### src/common/cpu_pkg.sv
// Shared definitions for the two-port mini core subsystem
// Widths, opcodes, AHB transfer codes and the bus structs
package cpu_pkg;

	// ------------------------------
	// Widths
	localparam int W_DATA = 32;
	localparam int W_ADDR = 32;

	// ------------------------------
	// Instruction word
	//   [31:28] opcode
	//   [26:24] rd
	//   [22:20] rs
	//   [15:0]  signed immediate
	// ADDI  rd = rs + imm
	// ADD   rd = rd + rs
	// LW    rd = mem[rs + imm]
	// SW    mem[rs + imm] = rd
	// BNE   pc = pc + imm * 4 when rd != rs
	// HALT  stop, resume continues at pc + 4
	typedef enum logic [3:0] {
		OP_ADDI = 4'h1,
		OP_ADD  = 4'h2,
		OP_LW   = 4'h3,
		OP_SW   = 4'h4,
		OP_BNE  = 4'h5,
		OP_HALT = 4'h6
	} opcode_t;

	// AHB-Lite transfer type, only single transfers
	typedef enum logic [1:0] {
		HTRANS_IDLE = 2'b00,
		HTRANS_NSEQ = 2'b10
	} htrans_t;

	// ------------------------------
	// Core side of one bus channel
	typedef struct packed {
		logic              req;
		logic [W_ADDR-1:0] addr;
		logic              write;
		logic [W_DATA-1:0] wdata;
	} bus_req_t;

	typedef struct packed {
		logic              aph_ready;
		logic              dph_ready;
		logic              dph_err;
		logic [W_DATA-1:0] rdata;
	} bus_rsp_t;

	// AHB-Lite master outputs and slave responses
	typedef struct packed {
		logic [W_ADDR-1:0] haddr;
		htrans_t           htrans;
		logic              hwrite;
		logic [2:0]        hsize;
		logic [2:0]        hburst;
		logic [3:0]        hprot;
		logic              hmastlock;
		logic [W_DATA-1:0] hwdata;
	} ahb_m2s_t;

	typedef struct packed {
		logic              hready;
		logic              hresp;
		logic [W_DATA-1:0] hrdata;
	} ahb_s2m_t;

endpackage

### src/core/core_regfile.sv
// Mini core register file
// Eight words, two read ports, one write port, r0 reads zero
`timescale 1ns/1ns

module core_regfile (
	input  logic                       clk,
	input  logic                       rst_n,
	input  logic [2:0]                 ra_i,
	input  logic [2:0]                 rb_i,
	output logic [cpu_pkg::W_DATA-1:0] ra_data_o,
	output logic [cpu_pkg::W_DATA-1:0] rb_data_o,
	input  logic                       we_i,
	input  logic [2:0]                 wa_i,
	input  logic [cpu_pkg::W_DATA-1:0] wd_i
);

	logic [cpu_pkg::W_DATA-1:0] regs_q [8];

	// Single write port, writes to r0 dropped so it stays zero
	always_ff @(posedge clk or negedge rst_n) begin
		if (!rst_n) begin
			for (int i = 0; i < 8; i++) begin
				regs_q[i] <= '0;
			end
		end else if (we_i && (wa_i != 3'd0)) begin
			regs_q[wa_i] <= wd_i;
		end
	end

	// Asynchronous reads
	// New value visible the cycle after the write
	assign ra_data_o = regs_q[ra_i];
	assign rb_data_o = regs_q[rb_i];

endmodule

### src/core/mini_core.sv
// Mini accumulator-register core
// Fetch/execute FSM with run control, separate fetch and load/store channels
`timescale 1ns/1ns

module mini_core #(
	parameter logic [cpu_pkg::W_ADDR-1:0] RESET_PC = '0
) (
	input  logic              clk,
	input  logic              rst_n,
	// Fetch channel
	output cpu_pkg::bus_req_t ibus_o,
	input  cpu_pkg::bus_rsp_t ibus_i,
	// Load/store channel
	output cpu_pkg::bus_req_t dbus_o,
	input  cpu_pkg::bus_rsp_t dbus_i,
	// Run control
	input  logic              halt_req_i,
	input  logic              halt_on_reset_i,
	input  logic              resume_i,
	output logic              halted_o,
	output logic              running_o,
	output logic              fault_o
);

	localparam logic [cpu_pkg::W_ADDR-1:0] PC_STEP = 4;

	typedef enum logic [2:0] {
		FETCH_A,
		FETCH_D,
		EXEC,
		MEM_A,
		MEM_D,
		HALTED
	} state_t;

	state_t state_q;
	state_t state_d;

	logic [cpu_pkg::W_ADDR-1:0] pc_q;
	logic [cpu_pkg::W_ADDR-1:0] pc_d;
	logic [cpu_pkg::W_DATA-1:0] instr_q;
	logic                       boot_done_q;
	logic                       fault_q;
	logic                       fault_d;

	// Decode
	cpu_pkg::opcode_t           opcode;
	logic [2:0]                 rd;
	logic [2:0]                 rs;
	logic [cpu_pkg::W_DATA-1:0] imm_sext;

	// Datapath
	logic [cpu_pkg::W_DATA-1:0] rd_data;
	logic [cpu_pkg::W_DATA-1:0] rs_data;
	logic [cpu_pkg::W_DATA-1:0] alu_a;
	logic [cpu_pkg::W_DATA-1:0] alu_b;
	logic [cpu_pkg::W_DATA-1:0] alu_sum;
	logic [cpu_pkg::W_ADDR-1:0] pc_plus4;
	logic [cpu_pkg::W_ADDR-1:0] br_target;
	logic                       rf_we;
	logic [cpu_pkg::W_DATA-1:0] rf_wd;
	state_t                     boundary_state;

	// ------------------------------
	// Decode and ALU
	assign opcode   = cpu_pkg::opcode_t'(instr_q[31:28]);
	assign rd       = instr_q[26:24];
	assign rs       = instr_q[22:20];
	assign imm_sext = {{(cpu_pkg::W_DATA-16){instr_q[15]}}, instr_q[15:0]};

	// ADD accumulates into rd, everything else is rs + imm
	// Same adder gives the LW/SW address
	assign alu_a   = (opcode == cpu_pkg::OP_ADD) ? rd_data : rs_data;
	assign alu_b   = (opcode == cpu_pkg::OP_ADD) ? rs_data : imm_sext;
	assign alu_sum = alu_a + alu_b;

	assign pc_plus4  = pc_q + PC_STEP;
	// Branch offset counted in words from the BNE itself
	assign br_target = pc_q + {imm_sext[cpu_pkg::W_ADDR-3:0], 2'b00};

	// Load data or ALU result
	assign rf_wd = (state_q == MEM_D) ? dbus_i.rdata : alu_sum;

	core_regfile regfile_i (
		.clk       (clk),
		.rst_n     (rst_n),
		.ra_i      (rd),
		.rb_i      (rs),
		.ra_data_o (rd_data),
		.rb_data_o (rs_data),
		.we_i      (rf_we),
		.wa_i      (rd),
		.wd_i      (rf_wd)
	);

	// ------------------------------
	// Bus requests
	// Fetch side is read only
	always_comb begin
		ibus_o.req   = (state_q == FETCH_A);
		ibus_o.addr  = pc_q;
		ibus_o.write = 1'b0;
		ibus_o.wdata = '0;
	end

	// Regs and instr stay put through MEM_A and MEM_D
	// so addr and wdata hold without extra flops
	always_comb begin
		dbus_o.req   = (state_q == MEM_A);
		dbus_o.addr  = alu_sum;
		dbus_o.write = (opcode == cpu_pkg::OP_SW);
		dbus_o.wdata = rd_data;
	end

	// ------------------------------
	// FSM
	// Instruction boundary, halt request checked here only
	assign boundary_state = halt_req_i ? HALTED : FETCH_A;

	always_comb begin
		state_d = state_q;
		pc_d    = pc_q;
		fault_d = fault_q;
		rf_we   = 1'b0;
		unique case (state_q)
			HALTED: begin
				// First cycle out of reset decides halt-on-reset
				if (!boot_done_q) begin
					if (!halt_on_reset_i) begin
						state_d = FETCH_A;
					end
				end else if (resume_i && !halt_req_i && !fault_q) begin
					state_d = FETCH_A;
				end
			end
			FETCH_A: begin
				if (ibus_i.aph_ready) begin
					state_d = FETCH_D;
				end
			end
			FETCH_D: begin
				if (ibus_i.dph_ready) begin
					if (ibus_i.dph_err) begin
						fault_d = 1'b1;
						state_d = HALTED;
					end else begin
						state_d = EXEC;
					end
				end
			end
			EXEC: begin
				case (opcode)
					cpu_pkg::OP_ADDI, cpu_pkg::OP_ADD: begin
						rf_we   = 1'b1;
						pc_d    = pc_plus4;
						state_d = boundary_state;
					end
					cpu_pkg::OP_LW, cpu_pkg::OP_SW: begin
						state_d = MEM_A;
					end
					cpu_pkg::OP_BNE: begin
						pc_d    = (rd_data != rs_data) ? br_target : pc_plus4;
						state_d = boundary_state;
					end
					cpu_pkg::OP_HALT: begin
						pc_d    = pc_plus4;
						state_d = HALTED;
					end
					default: begin
						// Illegal opcode, pc left on the bad word
						fault_d = 1'b1;
						state_d = HALTED;
					end
				endcase
			end
			MEM_A: begin
				if (dbus_i.aph_ready) begin
					state_d = MEM_D;
				end
			end
			MEM_D: begin
				if (dbus_i.dph_ready) begin
					if (dbus_i.dph_err) begin
						fault_d = 1'b1;
						state_d = HALTED;
					end else begin
						rf_we   = (opcode == cpu_pkg::OP_LW);
						pc_d    = pc_plus4;
						state_d = boundary_state;
					end
				end
			end
			default: begin
				state_d = HALTED;
			end
		endcase
	end

	// Reset parks in HALTED with boot_done low, bus stays idle
	always_ff @(posedge clk or negedge rst_n) begin
		if (!rst_n) begin
			state_q     <= HALTED;
			pc_q        <= RESET_PC;
			fault_q     <= 1'b0;
			boot_done_q <= 1'b0;
		end else begin
			state_q     <= state_d;
			pc_q        <= pc_d;
			fault_q     <= fault_d;
			boot_done_q <= 1'b1;
		end
	end

	// Instruction capture at end of fetch data phase
	always_ff @(posedge clk) begin
		if ((state_q == FETCH_D) && ibus_i.dph_ready) begin
			instr_q <= ibus_i.rdata;
		end
	end

	// Status
	assign halted_o  = (state_q == HALTED) && boot_done_q;
	assign running_o = (state_q != HALTED);
	assign fault_o   = fault_q;

	// ------------------------------
	// Checks
	// One channel active at a time
	a_one_req: assert property (@(posedge clk) disable iff (!rst_n)
		!(ibus_o.req && dbus_o.req));

endmodule

### src/verilog/ahb_master_port.sv
// AHB-Lite master adapter for one core bus channel
// Single outstanding transfer, data phase tracked by one flag
`timescale 1ns/1ns

module ahb_master_port #(
	parameter bit FETCH_ONLY = 1'b0
) (
	input  logic              clk,
	input  logic              rst_n,
	input  cpu_pkg::bus_req_t core_req_i,
	output cpu_pkg::bus_rsp_t core_rsp_o,
	output cpu_pkg::ahb_m2s_t ahb_o,
	input  cpu_pkg::ahb_s2m_t ahb_i
);

	// Fixed transfer attributes
	localparam logic [2:0] HSIZE_WORD    = 3'b010;
	localparam logic [2:0] HBURST_SINGLE = 3'b000;
	localparam logic [3:0] HPROT_DATA    = 4'b0011;

	logic dph_active_q;

	// ------------------------------
	// Data phase flag
	// Address phase accepted on hready, so the flag follows req then
	// Holds through wait states
	always_ff @(posedge clk or negedge rst_n) begin
		if (!rst_n) begin
			dph_active_q <= 1'b0;
		end else if (ahb_i.hready) begin
			dph_active_q <= core_req_i.req;
		end
	end

	// ------------------------------
	// Master outputs
	// Core holds addr and control while req waits, so no local flops
	always_comb begin
		ahb_o.haddr     = core_req_i.addr;
		ahb_o.htrans    = core_req_i.req ? cpu_pkg::HTRANS_NSEQ : cpu_pkg::HTRANS_IDLE;
		ahb_o.hwrite    = FETCH_ONLY ? 1'b0 : core_req_i.write;
		ahb_o.hsize     = HSIZE_WORD;
		ahb_o.hburst    = HBURST_SINGLE;
		ahb_o.hprot     = HPROT_DATA;
		ahb_o.hmastlock = 1'b0;
		// Write data driven in the data phase, core keeps it until dph_ready
		ahb_o.hwdata    = FETCH_ONLY ? '0 : core_req_i.wdata;
	end

	// Core-side handshake
	always_comb begin
		core_rsp_o.aph_ready = ahb_i.hready && core_req_i.req;
		core_rsp_o.dph_ready = ahb_i.hready && dph_active_q;
		core_rsp_o.dph_err   = ahb_i.hready && dph_active_q && ahb_i.hresp;
		core_rsp_o.rdata     = ahb_i.hrdata;
	end

	// ------------------------------
	// Checks
	// Stalled address phase holds
	a_aph_hold: assert property (@(posedge clk) disable iff (!rst_n)
		(ahb_o.htrans == cpu_pkg::HTRANS_NSEQ && !ahb_i.hready) |=>
		(ahb_o.htrans == cpu_pkg::HTRANS_NSEQ && $stable(ahb_o.haddr)));

	// No data phase response without a tracked transfer
	a_dph_flag: assert property (@(posedge clk) disable iff (!rst_n)
		core_rsp_o.dph_ready |-> dph_active_q);

endmodule

### src/verilog/cpu_2port.sv
// Two-port mini core subsystem
// Core with separate AHB-Lite masters for fetch and load/store
`timescale 1ns/1ns

module cpu_2port #(
	parameter logic [cpu_pkg::W_ADDR-1:0] RESET_PC = '0
) (
	input  logic              clk,
	input  logic              rst_n,
	// Instruction fetch port
	output cpu_pkg::ahb_m2s_t i_ahb_o,
	input  cpu_pkg::ahb_s2m_t i_ahb_i,
	// Load/store port
	output cpu_pkg::ahb_m2s_t d_ahb_o,
	input  cpu_pkg::ahb_s2m_t d_ahb_i,
	// Run control
	input  logic              halt_req_i,
	input  logic              halt_on_reset_i,
	input  logic              resume_i,
	output logic              halted_o,
	output logic              running_o,
	output logic              fault_o
);

	// Core-side channels
	cpu_pkg::bus_req_t ibus_req;
	cpu_pkg::bus_rsp_t ibus_rsp;
	cpu_pkg::bus_req_t dbus_req;
	cpu_pkg::bus_rsp_t dbus_rsp;

	// ------------------------------
	// Core
	mini_core #(
		.RESET_PC (RESET_PC)
	) core_i (
		.clk             (clk),
		.rst_n           (rst_n),
		.ibus_o          (ibus_req),
		.ibus_i          (ibus_rsp),
		.dbus_o          (dbus_req),
		.dbus_i          (dbus_rsp),
		.halt_req_i      (halt_req_i),
		.halt_on_reset_i (halt_on_reset_i),
		.resume_i        (resume_i),
		.halted_o        (halted_o),
		.running_o       (running_o),
		.fault_o         (fault_o)
	);

	// ------------------------------
	// Fetch port, read only
	ahb_master_port #(
		.FETCH_ONLY (1'b1)
	) i_port_i (
		.clk        (clk),
		.rst_n      (rst_n),
		.core_req_i (ibus_req),
		.core_rsp_o (ibus_rsp),
		.ahb_o      (i_ahb_o),
		.ahb_i      (i_ahb_i)
	);

	// Load/store port
	ahb_master_port #(
		.FETCH_ONLY (1'b0)
	) d_port_i (
		.clk        (clk),
		.rst_n      (rst_n),
		.core_req_i (dbus_req),
		.core_rsp_o (dbus_rsp),
		.ahb_o      (d_ahb_o),
		.ahb_i      (d_ahb_i)
	);

endmodule
### config.mk
export PLATFORM = sky130hd
export DESIGN_NAME = cpu_2port
export DESIGN_NICKNAME = d
export VERILOG_FILES = /design/src/common/cpu_pkg.sv /design/src/core/core_regfile.sv /design/src/core/mini_core.sv /design/src/verilog/ahb_master_port.sv /design/src/verilog/cpu_2port.sv
export SDC_FILE = /design/constraint.sdc
export NUM_CORES = 1
export LEC_CHECK = 0
export ABC_AREA = 1
export CAP_MARGIN = 5
export CORE_ASPECT_RATIO = 0.75
export CORE_UTILIZATION = 30
export DETAILED_ROUTE_END_ITERATION = 8
export DONT_BUFFER_PORTS = 1
export PLACE_DENSITY = 0.51
export SYNTH_ARGS = -nofsm -noshare
export SYNTH_HDL_FRONTEND = slang
export SYNTH_SLANG_ARGS = --single-unit
### constraint.sdc
create_clock -name clk -period 5.6 [get_ports clk]
set_clock_uncertainty 0.1 [all_clocks]
set_input_delay 1.12 -clock clk [delete_from_list [all_inputs] [get_ports clk]]
set_output_delay 1.12 -clock clk [all_outputs]
set_load 0.05 [all_outputs]
# Yosys cells after proc, flatten, opt, wreduce, memory -nomap -nowiden
# Index checks and enable logic that the tools add are counted.
# Widths: inputs -> output; s select.
dict set report op_classes {
  addsub 3
  multipliers 0
  div 0
  n_lt_le_gt_ge 3
  eq_ne 24
  shifts 0
  n_mux 41
  bitwise_logic 2
  reduce_logical 26
}
# cell count
set op_table {}
lappend op_table {{$mux 32} 11}
lappend op_table {{$bwmux 256} 1}
lappend op_table {{$bmux 32 s3} 2}
lappend op_table {{$pmux 32 s2} 2}
lappend op_table {{$demux 32 s3} 1}
lappend op_table {{$add 32x32->32} 2}
lappend op_table {{$add 32x3->32 const B} 1}
lappend op_table {{$ne 32x32->1} 1}
lappend op_table {{$mux 3} 10}
lappend op_table {{$pmux 3 s6} 1}
lappend op_table {{$eq 4x3->1 const B} 3}
lappend op_table {{$logic_and 1x1->1} 12}
lappend op_table {{$reduce_and 6->1} 2}
lappend op_table {{$eq 4x2->1 const B} 2}
lappend op_table {{$ge 4x4->1 const B} 2}
lappend op_table {{$mux 1} 8}
lappend op_table {{$ne 2x1->1 const B} 4}
lappend op_table {{$ne 2x2->1 const B} 4}
lappend op_table {{$not 3->4} 2}
lappend op_table {{$eq 3x2->1 const B} 2}
lappend op_table {{$eq 3x3->1 const B} 2}
lappend op_table {{$ne 3x2->1 const B} 2}
lappend op_table {{$ne 3x3->1 const B} 2}
lappend op_table {{$pmux 3 s2} 1}
lappend op_table {{other kinds (14)} 19}
dict set report word_totals {
  reg_bits 327
  latchBits 0
  ram_bits 0
  romBits 0
  wordCells 114
  mem_count 0
}

# Longest topological paths before layout
dict set report logic_depth {
  depth_word 8
  mapped_depth 27
  ltp_nobuf 24
}

# Hierarchy
# From an unflattened synthesis, not the netlist that was laid out.
dict set report hier_totals {
  hier_cells 4284
  area_unflattened_um2 26352.8
}
# mod n_inst cells_each area_each_um2 seq_area_each_um2
set modules_own_cells {}
lappend modules_own_cells {core_regfile 1 2271 14686.6 6406.1}
lappend modules_own_cells {mini_core 1 1769 9877.0 1659.1}
lappend modules_own_cells {ahb_master_port 2 122 894.6 25.0}

# Worst setup path after synthesis
# No wires, ideal clock.
dict set report synth_timing {
  kind {register to output}
  from {reg core_i.instr_q[24] (netlist bit)}
  to {out d_ahb_o[70] (netlist bit)}
  arrival_time_ns 3.681
  t_required_ns 4.380
  setup_slack_ns 0.699
  stages_incl_launch_ff 23
  path_buffers 3
  cell_sequence {edfxtp_1 buf_4 buf_6 buf_2 nand2_1 o21ai_0 nand2_1 nand2_1 nand2_1 nand2_1 nand2_1 o21ai_0 ha_1 fa_1 nand2_1 nand2_1 o21ai_0 o21ai_0 nand2_1 nand2_1 nand3_1 nand3_1 xor2_1}
}
# element line
set synth_rtl {}
lappend synth_rtl {{start: declaration} mini_core.sv:41} ;# logic [cpu_pkg::W_DATA-1:0] instr_q;
lappend synth_rtl {{start signal: assignment} mini_core.sv:217} ;# instr_q <= ibus_i.rdata;
lappend synth_rtl {{end: declaration} cpu_2port.sv:14} ;# output cpu_pkg::ahb_m2s_t d_ahb_o,

==> metrics.cfg <==
[clocking]
htree_levels = 2
cts_num_sinks = 319
path_clk_slew_ns = 0.06
clock_latency_ns = 0.59
cts_buffers = 38
cts_hold_buf = 0
root_buffer = clkbuf_16
cts_tree = done
clockBufferDepth = 3

[sta]
timing.fmax_mhz = 182
min_period_ns = 5.49
tns_ns = 0
slew_headroom_pct = 22.6
post-route-period-util_pct = 98.0
finalHoldViolCount = 0
setup_slack_ns = 0.113
finalMaxSlewViolations = 0
rsz0062_at_grt = yes
worst_slew_pin_slew_ns = 1.16
setup_viol = 0

[synth]
netlist.top_cell.by_area = dfrtp_1
syn_area_per_cell_um2 = 6.43
synth_area_um2 = 23700
synth_ff_type = dfrtp_1
synth_seq_cells = 319
synth_cells = 3682
synth_common_cells = nand2_1, o21ai_0, nand3_1
async_flop_share_pct = 91.8
synth_edf_count = 26
synth_area_leaders = dfrtp_1, nand2_1, o21ai_0
synth.top_cell.area_share_pct = 30.7
yosysMostFrequentCell = nand2_1
seq_area_frac_synth_pct = 34.3
ys_types = 45
yosysWarnings = 0

[min_path]
hp-class = input pin to async pin

[worst_setup_path]
critPathMaxFanout = 16
arrival_ns = 4.27
cpMostUsedCell = buf_4
critPathKind = flip-flop to primary output
worst-path-buf-inv = 7
cp.required_ns = 4.38
critPathCaptureType = primary output
critPathLaunchType = flip-flop
crit_chain = nor2_1 > inv_1 > nor3_4 > clkinvlp_4 > buf_4 > buf_4 > buf_4 > o21ai_0 > ha_2 > a21o_1 > a31oi_2 > o21ai_1 > a21oi_2 > o21ai_2 > xor2_2 > inv_1 > buf_4
slowest_delay_ns = 0.38
crit_family = compound AO/OA/AOI/OAI gates
slowest_stage = edfxtp_1

[floorplan]
pin_count = 232
die_h_um = 245
dieArea_um2 = 80100
initial_utilization_pct = 30.6
die_w_um = 326
core_area_um2 = 77500
core.rowCount = 88

[finish]
regArea_um2 = 8120
design_area_um2 = 27100
area_growth_pct = 14.5
fillers = 8528
multi_input_area_um2 = 13300
fin_util_pct = 35.0
drive_gt1_share_pct = 8.97
final_nets = 3811

[job]
drv_cap = 0

[routing]
routed_wl_mm = 97.9
post_drt_wl_per_cell_um = 20.7
viasPerCell = 5.09
firstDrtPassIters = 6
antenna_left = 0
via_count = 24100
drc = 0
first_iter_violations = 2680

[pwr]
power_density_nw_per_um2 = 444
p_sw_uw = 6120
p_comb_share_pct = 50.4
finalPower_uw = 12000
peakVddDrop_v = 0.000243
p_leak_uw = 0.0132
netSwitchingFraction_pct = 50.8
power.share.clock_pct = 20.5
p_int_uw = 5920
sequentialPowerShare_pct = 29.1

[place]
post-dp-hpwl_mm = 67.0
io_buffers = 0
place.gp.congestion = 0.934
place_worst_setup_slack_ns = 0.103
post_dp_cell_area_um2 = 25100

[global_route]
use_met3_pct = 6.86
antenna_found_initial = 9
gr-total-overflow = 0
grt_pass1_wl_mm = 143
busiest_layer = met1
met1_usage_pct = 34.3
grt_use_total_pct = 23.6
grt_max_degree = 294
met2_usage_pct = 33.7
first_global_vias = 21800

[outcome]
outcome = complete, no violations

-- timing repair --
action | CTS | global route
pin swaps | 1 | 20
resized for setup | 21 | 99
setup endpoints to repair | 22 | 22
cloned | 3 | 7
buffers inserted | 7 | 22
-- power groups by stage --
| stage | clock network [uW] | logic [uW] | registers [uW] |
|---|---|---|---|
| floorplan | 0 | 3930 | 3350 |
| global placement | 0 | 5750 | 3540 |
| detailed placement | 0 | 5750 | 3540 |
| CTS | 2520 | 5830 | 3490 |
| global route | 2600 | 6590 | 3550 |
| finish | 2470 | 6070 | 3510 |
-- layout make-up --
class	count	area share, %
well taps	1035	4.78
repair buffers	171	6.52
inverters	394	5.52
flip-flops and latches	319	29.9
multi-input cells	2749	48.9
repair inverters	2	0.0462
clock buffers	56	3.94
diodes	1	0.00923
clock inverters	9	0.328
-- path summary, 6_finish.rpt --
path	startpoint	depth (start not counted)	to	slack [ns]
min in group clk	core_i.regfile_i.regs_q[224]$_DFFE_PN0P_	0	core_i.regfile_i.regs_q[224]$_DFFE_PN0P_	0.28
max in group asynchronous	rst_n	0	core_i.regfile_i.regs_q[103]$_DFFE_PN0P_	4.35
hold / removal	rst_n	0	core_i.pc_q[23]$_DFFE_PN0P_	0.14
setup reg to reg	core_i.instr_q[31]$_DFFE_PP_	18	core_i.regfile_i.regs_q[152]$_DFFE_PN0P_	1.11
hold reg to reg	core_i.regfile_i.regs_q[224]$_DFFE_PN0P_	0	core_i.regfile_i.regs_q[224]$_DFFE_PN0P_	0.28
setup / recovery	core_i.instr_q[31]$_DFFE_PP_	17	d_ahb_o[67]	0.11
-- worst register-to-register path, stage by stage (launching register included) --
cell,delay (ns)
edfxtp_1,0.38
nor2_1,0.14
inv_1,0.09
nor3_4,0.35
clkinvlp_4,0.14
buf_4,0.20
buf_4,0.15
buf_4,0.18
o21ai_0,0.19
ha_2,0.34
a21oi_1,0.25
a21boi_1,0.32
a21boi_0,0.37
nand3_1,0.14
xor2_1,0.16
buf_4,0.20
or2_2,0.41
nand3_1,0.11
o21ai_0,0.10
-- registers in the layout, indices dropped and copies added (netlist names) --
register,cells
core_i.regfile_i.regs_q,256
core_i.fault_o,1
core_i.pc_q,30
core_i.state_q,3
i_port_i.dph_active_q,1
core_i.instr_q,26
core_i.boot_done_q,1
d_port_i.dph_active_q,1
-- layout by cell type (no fill, tap or decap), types with 33 or more instances in the layout --
master and n:
nand2_1 1257, ha_1 51, xnor2_1 33, xor2_1 33
nor2_1 169, a21oi_1 67, inv_1 383, o21ai_0 411
clkbuf_16 43, nand3_1 401, nand4_1 65, buf_4 130
dfrtp_1 291, conb_1 60
-- metal layers --
layer | wire length (um) | vias up
met1 | 45500 | 11300
li1 | - | 11700
met2 | 39900 | 995
met4 | 2170 | 12
met3 | 10300 | 134
met5 | 66 | -
-- cell families (layout without fill, tap and decap cells) --
logic type      count (synthesis)  after routing  synth area share (%)
simple gates                 1989           1989                  35.1
buf+inv                       672            632                  12.1
compound gates                565            565                  12.4
flops                         319            319                  34.3
xor+xnor                       71             71                  2.63
fa+ha+maj                      63             63                  3.39
other cells                     2             61                0.0317
mux                             1              1                0.0423
-- per-stage QoR --
step	instances	hold WS, ns
CTS	4706	0.111
detailed placement	4631	0.266
global placement	4631	0.265
finish	4736	0.143
floorplan	3740	0.329
global route	4736	0.120
No activity file was read; power rests on OpenSTA's default activity.
